[src/stitch_pkg.sv]
package stitch_pkg;

    // pixel and word widths
    localparam int PIX_W = 24;  // rgb888 display pixel
    localparam int CAM_W = 16;  // rgb565 camera word
    localparam int CH_W  = 8;   // one colour channel of rgb888

    // position of a counter within a line or a frame
    typedef enum logic [1:0]
    {
        PH_SYNC   = 2'd0,  // sync pulse
        PH_BACK   = 2'd1,  // back porch
        PH_ACTIVE = 2'd2,  // visible area
        PH_FRONT  = 2'd3   // front porch
    } raster_phase_t;

    // mosaic quadrant of the output frame
    // the top row shows the camera and the bottom row the hdmi input,
    // each source twice side by side
    typedef enum logic [1:0]
    {
        Q_CAM_L  = 2'd0,  // top left
        Q_CAM_R  = 2'd1,  // top right
        Q_HDMI_L = 2'd2,  // bottom left
        Q_HDMI_R = 2'd3   // bottom right
    } quad_t;

endpackage
[src/stitch_top.sv]
module stitch_top
    import stitch_pkg::*;
#(
    parameter int TILE_H  = 8,
    parameter int TILE_V  = 4,
    parameter int H_SYNC  = 2,
    parameter int H_BACK  = 3,
    parameter int H_FRONT = 2,
    parameter int V_SYNC  = 1,
    parameter int V_BACK  = 4,
    parameter int V_FRONT = 1
)(
    input  logic               hdmi_tx_pix_clk,
    input  logic               reset,
    input  logic               cam_vsync,
    input  logic               cam_href,
    input  logic [CAM_W/2-1:0] cam_data,
    input  logic               hdmi_rx_vs,
    input  logic               hdmi_rx_de,
    input  logic [PIX_W-1:0]   hdmi_rx_data,
    output logic               hdmi_tx_vs,
    output logic               hdmi_tx_hs,
    output logic               hdmi_tx_de,
    output logic [PIX_W-1:0]   hdmi_tx_data
);

    localparam int AW = $clog2(TILE_H * TILE_V);
    localparam int XW = $clog2(2 * TILE_H);
    localparam int YW = $clog2(2 * TILE_V);

    logic             cam_we;
    logic [PIX_W-1:0] cam_pix;
    logic [AW-1:0]    rd_addr;      // shared by both buffers
    logic [PIX_W-1:0] cam_rd_pix;
    logic [PIX_W-1:0] hdmi_rd_pix;
    logic             hs;
    logic             vs;
    logic             de;
    logic [XW-1:0]    x;
    logic [YW-1:0]    y;

    cam_capture i_cam_capture (
        .hdmi_tx_pix_clk (hdmi_tx_pix_clk),
        .reset           (reset),
        .cam_href        (cam_href),
        .cam_data        (cam_data),
        .cam_we          (cam_we),
        .cam_pix         (cam_pix)
    );

    tile_buffer #(.TILE_H(TILE_H), .TILE_V(TILE_V)) i_cam_buf (
        .hdmi_tx_pix_clk (hdmi_tx_pix_clk),
        .reset           (reset),
        .frame_sync      (cam_vsync),
        .we              (cam_we),
        .wr_pix          (cam_pix),
        .rd_addr         (rd_addr),
        .rd_pix          (cam_rd_pix)
    );

    tile_buffer #(.TILE_H(TILE_H), .TILE_V(TILE_V)) i_hdmi_buf (
        .hdmi_tx_pix_clk (hdmi_tx_pix_clk),
        .reset           (reset),
        .frame_sync      (hdmi_rx_vs),
        .we              (hdmi_rx_de),  // one pixel per de cycle
        .wr_pix          (hdmi_rx_data),
        .rd_addr         (rd_addr),
        .rd_pix          (hdmi_rd_pix)
    );

    video_timing #(
        .TILE_H  (TILE_H),
        .TILE_V  (TILE_V),
        .H_SYNC  (H_SYNC),
        .H_BACK  (H_BACK),
        .H_FRONT (H_FRONT),
        .V_SYNC  (V_SYNC),
        .V_BACK  (V_BACK),
        .V_FRONT (V_FRONT)
    ) i_video_timing (
        .hdmi_tx_pix_clk (hdmi_tx_pix_clk),
        .reset           (reset),
        .hs              (hs),
        .vs              (vs),
        .de              (de),
        .x               (x),
        .y               (y)
    );

    quad_reader #(.TILE_H(TILE_H), .TILE_V(TILE_V)) i_quad_reader (
        .hdmi_tx_pix_clk (hdmi_tx_pix_clk),
        .reset           (reset),
        .hs              (hs),
        .vs              (vs),
        .de              (de),
        .x               (x),
        .y               (y),
        .cam_rd_pix      (cam_rd_pix),
        .hdmi_rd_pix     (hdmi_rd_pix),
        .rd_addr         (rd_addr),
        .hdmi_tx_hs      (hdmi_tx_hs),
        .hdmi_tx_vs      (hdmi_tx_vs),
        .hdmi_tx_de      (hdmi_tx_de),
        .hdmi_tx_data    (hdmi_tx_data)
    );

endmodule

[src/quad_reader.sv]
module quad_reader
    import stitch_pkg::*;
#(
    parameter int TILE_H = 8,
    parameter int TILE_V = 4
)(
    input  logic                               hdmi_tx_pix_clk,
    input  logic                               reset,
    input  logic                               hs,
    input  logic                               vs,
    input  logic                               de,
    input  logic [$clog2(2*TILE_H)-1:0]        x,
    input  logic [$clog2(2*TILE_V)-1:0]        y,
    input  logic [PIX_W-1:0]                   cam_rd_pix,
    input  logic [PIX_W-1:0]                   hdmi_rd_pix,
    output logic [$clog2(TILE_H*TILE_V)-1:0]   rd_addr,
    output logic                               hdmi_tx_hs,
    output logic                               hdmi_tx_vs,
    output logic                               hdmi_tx_de,
    output logic [PIX_W-1:0]                   hdmi_tx_data
);

    localparam int XW = $clog2(2 * TILE_H);
    localparam int YW = $clog2(2 * TILE_V);
    localparam int AW = $clog2(TILE_H * TILE_V);

    logic          left;
    logic          top;
    logic [XW-1:0] col;
    logic [YW-1:0] row;
    quad_t         quad;
    quad_t         quad_d1;  // aligned with rd_pix of the buffers
    logic          hs_d1;
    logic          vs_d1;
    logic          de_d1;
    logic [PIX_W-1:0] sel_pix;

    assign left = (x < XW'(TILE_H));
    assign top  = (y < YW'(TILE_V));
    assign col  = left ? x : x - XW'(TILE_H);  // x mod TILE_H
    assign row  = top ? y : y - YW'(TILE_V);

    assign rd_addr = AW'(row) * AW'(TILE_H) + AW'(col);  // same address for both tiles

    always_comb
    begin
        if (top)
            quad = left ? Q_CAM_L : Q_CAM_R;
        else
            quad = left ? Q_HDMI_L : Q_HDMI_R;
    end

    always_comb
    begin
        case (quad_d1)
            Q_CAM_L, Q_CAM_R: sel_pix = cam_rd_pix;
            default:          sel_pix = hdmi_rd_pix;
        endcase
    end

    always_ff @(posedge hdmi_tx_pix_clk)
    begin
        if (reset)
        begin
            quad_d1      <= Q_CAM_L;
            hs_d1        <= 1'b0;
            vs_d1        <= 1'b0;
            de_d1        <= 1'b0;
            hdmi_tx_hs   <= 1'b0;
            hdmi_tx_vs   <= 1'b0;
            hdmi_tx_de   <= 1'b0;
            hdmi_tx_data <= '0;
        end
        else
        begin
            quad_d1      <= quad;  // stage 1 while the buffers read
            hs_d1        <= hs;
            vs_d1        <= vs;
            de_d1        <= de;
            hdmi_tx_hs   <= hs_d1;  // stage 2 output register
            hdmi_tx_vs   <= vs_d1;
            hdmi_tx_de   <= de_d1;
            hdmi_tx_data <= de_d1 ? sel_pix : '0;  // black in blanking
        end
    end

endmodule

[src/video_timing.sv]
module video_timing
    import stitch_pkg::*;
#(
    parameter int TILE_H  = 8,
    parameter int TILE_V  = 4,
    parameter int H_SYNC  = 2,
    parameter int H_BACK  = 3,
    parameter int H_FRONT = 2,
    parameter int V_SYNC  = 1,
    parameter int V_BACK  = 4,
    parameter int V_FRONT = 1
)(
    input  logic                          hdmi_tx_pix_clk,
    input  logic                          reset,
    output logic                          hs,
    output logic                          vs,
    output logic                          de,
    output logic [$clog2(2*TILE_H)-1:0]   x,
    output logic [$clog2(2*TILE_V)-1:0]   y
);

    localparam int H_DISP  = 2 * TILE_H;  // two tiles across
    localparam int V_DISP  = 2 * TILE_V;  // two tiles down
    localparam int H_TOTAL = H_SYNC + H_BACK + H_DISP + H_FRONT;
    localparam int V_TOTAL = V_SYNC + V_BACK + V_DISP + V_FRONT;
    localparam int HW      = $clog2(H_TOTAL);
    localparam int VW      = $clog2(V_TOTAL);
    localparam int XW      = $clog2(H_DISP);
    localparam int YW      = $clog2(V_DISP);

    logic [HW-1:0]  h_cnt;
    logic [VW-1:0]  v_cnt;
    logic [HW-1:0]  h_off;  // h_cnt relative to first active pixel
    logic [VW-1:0]  v_off;
    logic           line_end;
    raster_phase_t  h_ph;
    raster_phase_t  v_ph;

    // sync starts at count zero, then back porch, active and front porch
    function automatic raster_phase_t phase_of(input int cnt, input int sync_len,
                                               input int back_len, input int disp_len);
        if (cnt < sync_len)
            return PH_SYNC;
        else if (cnt < sync_len + back_len)
            return PH_BACK;
        else if (cnt < sync_len + back_len + disp_len)
            return PH_ACTIVE;
        else
            return PH_FRONT;
    endfunction

    assign line_end = (h_cnt == HW'(H_TOTAL - 1));

    always_ff @(posedge hdmi_tx_pix_clk)
    begin
        if (reset)
        begin
            h_cnt <= '0;
            v_cnt <= '0;
        end
        else if (line_end)
        begin
            h_cnt <= '0;
            v_cnt <= (v_cnt == VW'(V_TOTAL - 1)) ? '0 : v_cnt + 1'b1;  // next line
        end
        else
            h_cnt <= h_cnt + 1'b1;
    end

    assign h_ph = phase_of(int'(h_cnt), H_SYNC, H_BACK, H_DISP);
    assign v_ph = phase_of(int'(v_cnt), V_SYNC, V_BACK, V_DISP);

    assign hs = (h_ph == PH_SYNC);
    assign vs = (v_ph == PH_SYNC);
    assign de = (h_ph == PH_ACTIVE) && (v_ph == PH_ACTIVE);

    assign h_off = h_cnt - HW'(H_SYNC + H_BACK);
    assign v_off = v_cnt - VW'(V_SYNC + V_BACK);
    assign x     = de ? h_off[XW-1:0] : '0;  // zero in blanking
    assign y     = de ? v_off[YW-1:0] : '0;

endmodule

[src/tile_buffer.sv]
module tile_buffer
    import stitch_pkg::*;
#(
    parameter int TILE_H = 8,
    parameter int TILE_V = 4
)(
    input  logic                               hdmi_tx_pix_clk,
    input  logic                               reset,
    input  logic                               frame_sync,
    input  logic                               we,
    input  logic [PIX_W-1:0]                   wr_pix,
    input  logic [$clog2(TILE_H*TILE_V)-1:0]   rd_addr,
    output logic [PIX_W-1:0]                   rd_pix
);

    localparam int DEPTH = TILE_H * TILE_V;
    localparam int AW    = $clog2(DEPTH);
    localparam int CNT_W = $clog2(DEPTH + 1);  // room for the full count

    logic [PIX_W-1:0] mem [DEPTH];
    logic             sync_d;     // frame_sync one cycle ago
    logic             sync_rise;
    logic [CNT_W-1:0] wr_cnt;     // next free word, stops at DEPTH
    logic             full;

    assign sync_rise = frame_sync && !sync_d;
    assign full      = (wr_cnt == CNT_W'(DEPTH));

    always_ff @(posedge hdmi_tx_pix_clk)
    begin
        if (reset)
        begin
            sync_d <= 1'b0;
            wr_cnt <= '0;
        end
        else
        begin
            sync_d <= frame_sync;
            if (sync_rise)
                wr_cnt <= '0;  // new frame starts at word zero
            else if (we && !full)
                wr_cnt <= wr_cnt + 1'b1;
        end
    end

    // extra pixels past the tile are dropped until the next sync edge
    always_ff @(posedge hdmi_tx_pix_clk)
    begin
        if (we && !full && !sync_rise)
            mem[wr_cnt[AW-1:0]] <= wr_pix;
        rd_pix <= mem[rd_addr];  // one cycle read
    end

endmodule

[src/cam_capture.sv]
module cam_capture
    import stitch_pkg::*;
(
    input  logic               hdmi_tx_pix_clk,
    input  logic               reset,
    input  logic               cam_href,
    input  logic [CAM_W/2-1:0] cam_data,
    output logic               cam_we,
    output logic [PIX_W-1:0]   cam_pix
);

    logic [CAM_W/2-1:0] hi_byte;   // first byte of the pair
    logic               lo_phase;  // next byte completes a word
    logic [CAM_W-1:0]   word;      // rgb565 word being completed
    logic [CH_W-1:0]    r8;
    logic [CH_W-1:0]    g8;
    logic [CH_W-1:0]    b8;

    assign word = {hi_byte, cam_data};

    // widen each field by repeating its msbs
    assign r8 = {word[15:11], word[15:13]};
    assign g8 = {word[10:5], word[10:9]};
    assign b8 = {word[4:0], word[4:2]};

    always_ff @(posedge hdmi_tx_pix_clk)
    begin
        if (reset)
        begin
            lo_phase <= 1'b0;
            cam_we   <= 1'b0;
        end
        else
        begin
            cam_we   <= cam_href && lo_phase;  // one pulse per byte pair
            lo_phase <= cam_href ? ~lo_phase : 1'b0;  // realign on every line
        end
    end

    always_ff @(posedge hdmi_tx_pix_clk)
    begin
        if (cam_href && !lo_phase)
            hi_byte <= cam_data;  // high byte arrives first
        if (cam_href && lo_phase)
            cam_pix <= {r8, g8, b8};
    end

endmodule

[config.mk]
export PLATFORM = sky130hd
export DESIGN_NAME = stitch_top
export DESIGN_NICKNAME = d
export VERILOG_FILES = /design/src/stitch_pkg.sv /design/src/stitch_top.sv /design/src/quad_reader.sv /design/src/video_timing.sv /design/src/tile_buffer.sv /design/src/cam_capture.sv
export SDC_FILE = /design/constraint.sdc
export NUM_CORES = 2
export LEC_CHECK = 0
export BUFFER_PORTS_ARGS = -buffer_cell sky130_fd_sc_hd__clkbuf_2
export CAP_MARGIN = 5
export CORE_ASPECT_RATIO = 1.4
export CORE_MARGIN = 4
export CORE_UTILIZATION = 55
export CTS_CLUSTER_DIAMETER = 30
export DETAILED_ROUTE_END_ITERATION = 16
export PLACE_DENSITY = 0.72
export SLEW_MARGIN = 20
export SYNTH_ARGS = -nofsm -noshare
export SYNTH_HDL_FRONTEND = slang
export SYNTH_SLANG_ARGS = --single-unit
[constraint.sdc]
create_clock -name hdmi_tx_pix_clk -period 3.4 [get_ports hdmi_tx_pix_clk]
set_input_delay 0.51 -clock hdmi_tx_pix_clk [delete_from_list [all_inputs] [get_ports hdmi_tx_pix_clk]]
set_output_delay 0.51 -clock hdmi_tx_pix_clk [all_outputs]
set_load 0.02 [all_outputs]
==> impl_metrics.yaml <==
layout:
  drive_above_1_share_pct: 26.5
  post-route-util_pct: 65.2
  nets: 3266
  final_cell_mix: "edfxtp_1 (1304), clkbuf_16 (176), buf_4 (169)"
  final_common_cell: "edfxtp_1"
  syn_to_final_growth_pct: 17.0
  stdcell_count: 4655
  nFillCells: 6325
power_and_ir_drop:
  ir_drop_uv: 495
  leakage_nw: 19.9
  power_density_nw_per_um2: 629
setup_path:
  cp-end-kind: "register"
  path_max_fanout: 38
  path_delay_family: "compound AO/OA/AOI/OAI gates"
  worstPathCellList: "inv_1 -> ha_4 -> xnor2_4 -> nor2_1 -> nand2_1 -> buf_12 -> o21ai_0 -> a211oi_1 -> o21a_1"
  r2r_end: "i_hdmi_buf.rd_pix[15]"
  arrival_ps: 4140
  worstReg2RegStart: "i_video_timing.h_cnt[0]"
  slowest_stage: "a211oi_1"
  path_class: "reg2reg"
  regToRegSetupSlack_ps: -10
  startpoint_type: "register"
  required_ps: 4130
  reg2reg_depth: 9
  critPathMaxStageDelay_ps: 920
  crit_buf_inv: 2
timing:
  clock_skew_ps: 24.6
  drv_slew: 0
  period_needed_ps: 3410
  hold_viol: 0
  post-route-period-util_pct: 100
  fin_setup_tns_ps: -12.5
  layout_setup_ws_ps: -12.5
  setup_viol: 1
  max_slew_margin_pct: 25.0
  worstMarginPinSlew_ps: 1120
  grt_setup_unrepaired: "true"
  fmax_mhz: 293
synth:
  ys_ff_latch: 1400
  syn_inst: 2973
  synth-simple-area-share_pct: 3.28
  synth_top_family_by_area: "multiplexers"
  ys.flop_type: "edfxtp_1"
  syn_avg_cell_area_um2: 17.9
  synth_compound_area_share_pct: 8.64
  yosysSeqAreaShare_pct: 77.0
  muxShareOfSynthArea_pct: 8.68
  synthAdderAreaFrac_pct: 0.352
  synth_async_sr_flop_share_pct: 0
  synth_nets: 3026
  synth_area_um2: 53300
  synth_edf_count: 1304
  ys_warn_count: 0
  ys_types: 64
  synth_xor_xnor_area_share_pct: 0.288
clock_tree:
  clk_latency_ps: 790
  root_buffer: "clkbuf_16"
  post_cts_buffers: 0
  clockBufferDepth: 3
  cts_tree: "yes"
  cts_sinks: 1400
  path_clk_slew_ps: 60
  cts_buffers: 173
  htreeDepth: 4
placement:
  dpl.cell_count: 4317
  port_buffers: 64
  dp_hpwl_mm: 90.3
  place_congestion: 0.958
run_status:
  failed_checks: "setup timing"
  status: "finished, violations left"
drt:
  drt-total-wl_mm: 143
  drtPass1Iterations: 7
  drc: 0
  first_iter_violations: 3971
  viasPerCell: 6.50
  post_drt_wl_per_cell_um: 30.7
  drt.antenna.violating_nets: 0
  num_vias: 30253
floorplan:
  num_io_pins: 65
  rows: 134
  die-area_um2: 102000
  core_um2: 95700
  die_x_um: 271
  die_y_um: 377
  initial_utilization_pct: 55.7
global_route:
  grt-ovfl-total: 0
  grt_pass1_wl_mm: 208
  grt_use_total_pct: 28.0
  antenna_found_initial: 2
  grt_start_max_net_pins: 84
  grt_pass1_vias: 30496
min_path:
  hold_end: "i_hdmi_buf.wr_cnt[4]"
  hold_depth: 4
  hold_start: "hdmi_rx_de"
  hold_class: "in2reg"
job:
  cap_violations: 0
synth_stat cells (3+ instances only):
master / instances / share of area [%]
a22oi_1: 42 / 0.59
a32oi_1: 36 / 0.59
xnor2_1: 6 / 0.099
or2_2: 22 / 0.26
a221oi_1: 37 / 0.61
inv_1: 14 / 0.099
o221ai_1: 3 / 0.049
o21ai_0: 86 / 0.81
or2_0: 7 / 0.082
buf_4: 13 / 0.18
nor2b_1: 9 / 0.11
or3b_2: 3 / 0.049
mux2_2: 151 / 3.2
mux2i_1: 90 / 1.7
nand4_1: 4 / 0.047
buf_1: 9 / 0.063
mux4_2: 90 / 3.8
o32a_1: 4 / 0.075
nand3b_1: 7 / 0.099
a221o_1: 73 / 1.4
nand3_1: 49 / 0.46
clkbuf_1: 107 / 0.75
o21a_1: 37 / 0.52
buf_2: 68 / 0.64
or3_1: 4 / 0.047
nand2b_1: 11 / 0.13
a31oi_1: 36 / 0.42
o21ai_1: 3 / 0.028
o22ai_1: 115 / 1.3
nand2_1: 81 / 0.57
a211oi_1: 36 / 0.51
nor2_1: 147 / 1.0
a222oi_1: 39 / 0.73
o211ai_1: 42 / 0.59
edfxtp_1: 1304 / 73
dfxtp_1: 96 / 3.6
a21oi_1: 34 / 0.32
xor2_1: 6 / 0.099
ha_1: 15 / 0.35
or2_1: 8 / 0.094
area by class of cell:
type | count | area, µm² | share of cell area (%)
Antenna cell | 1 | 2.50 | 0.00401
Timing Repair Buffer | 264 | 2090 | 3.35
Multi-Input combinational cell | 1360 | 11600 | 18.6
Clock buffer | 192 | 4480 | 7.19
Sequential cell | 1400 | 41100 | 65.8
Clock inverter | 132 | 1450 | 2.32
Tap cell | 1292 | 1620 | 2.59
Inverter | 14 | 52.6 | 0.0842
tightest hold or removal path, delay by kind of cell:
| kind | cells | cell delay (ps) |
|---|---|---|
| XOR/XNOR | 1 | 70 |
| buffers and inverters | 1 | 100 |
| AND/OR/NAND/NOR | 2 | 200 |
kinds of logic after synthesis:
kind of cell / after synthesis
adder cells (fa/ha/maj): 15
multiplexers: 331
buffers and inverters: 213
XOR/XNOR: 15
AO/OA/AOI/OAI: 628
AND/OR/NAND/NOR: 371
flip-flops: 1400
flip-flops by register name (all words and copies together), names as in the netlist, 5 cells and up:
register	cells
i_hdmi_buf.mem	768
i_cam_buf.mem	512
i_hdmi_buf.rd_pix	24
i_quad_reader.hdmi_tx_data	24
i_cam_buf.rd_pix	16
i_cam_capture.cam_pix	16
i_cam_capture.hi_byte	8
i_cam_buf.wr_cnt	6
i_hdmi_buf.wr_cnt	6
i_video_timing.h_cnt	5
power breakdown:
| group | switching [W] | total (W) | internal (W) |
|---|---|---|---|
| combinational | 0.00121 | 0.00194 | 0.000727 |
| sequential | 0.0000441 | 0.0189 | 0.0188 |
| clock | 0.00759 | 0.0184 | 0.0108 |
| total | 0.00885 | 0.0392 | 0.0304 |
per-stage QoR:
stage,setup slack (ps),hold slack [ps],power (W),area (µm²)
3_5_place_dp,-52.1,405,0.0211,56200
5_1_grt,-20.4,161,0.0403,62400
2_1_floorplan,369,400,0.0204,53300
4_1_cts,6.77,84.6,0.0394,62300
3_3_place_gp,-73.2,402,0.0211,56200
6_report,-12.5,130,0.0392,62400
timing repair:
item                       CTS  global route
resized for setup            3            13
setup endpoints to repair    5            79
hold endpoints to repair    20             0
hold buffers                11             0
pin swaps                    1             1
per-layer routing:
| layer | vias up | GRT usage, % | wire length [µm] |
|---|---|---|---|
| li1 | 12683 | - | - |
| met1 | 15422 | 32.5 | 47800 |
| met2 | 1701 | 48.2 | 73200 |
| met3 | 445 | 4.76 | 10300 |
| met4 | 2 | 18.4 | 11600 |
| met5 | - | 0 | 13 |
how the worst max path moves through the flow:
stage / start / depth (start not counted) / endpoint
floorplan: i_video_timing.h_cnt[0] / 13 / i_cam_buf.rd_pix[13]
finish: i_video_timing.h_cnt[0] / 9 / i_hdmi_buf.rd_pix[15]
global placement: i_video_timing.h_cnt[0] / 9 / i_hdmi_buf.rd_pix[13]
global route: i_hdmi_buf.wr_cnt[4] / 7 / i_hdmi_buf.mem[13][3]
CTS: i_hdmi_buf.wr_cnt[3] / 6 / i_hdmi_buf.mem[30][4]
detailed placement: i_video_timing.h_cnt[0] / 9 / i_hdmi_buf.rd_pix[13]
Power figures use the tool's default switching activity.
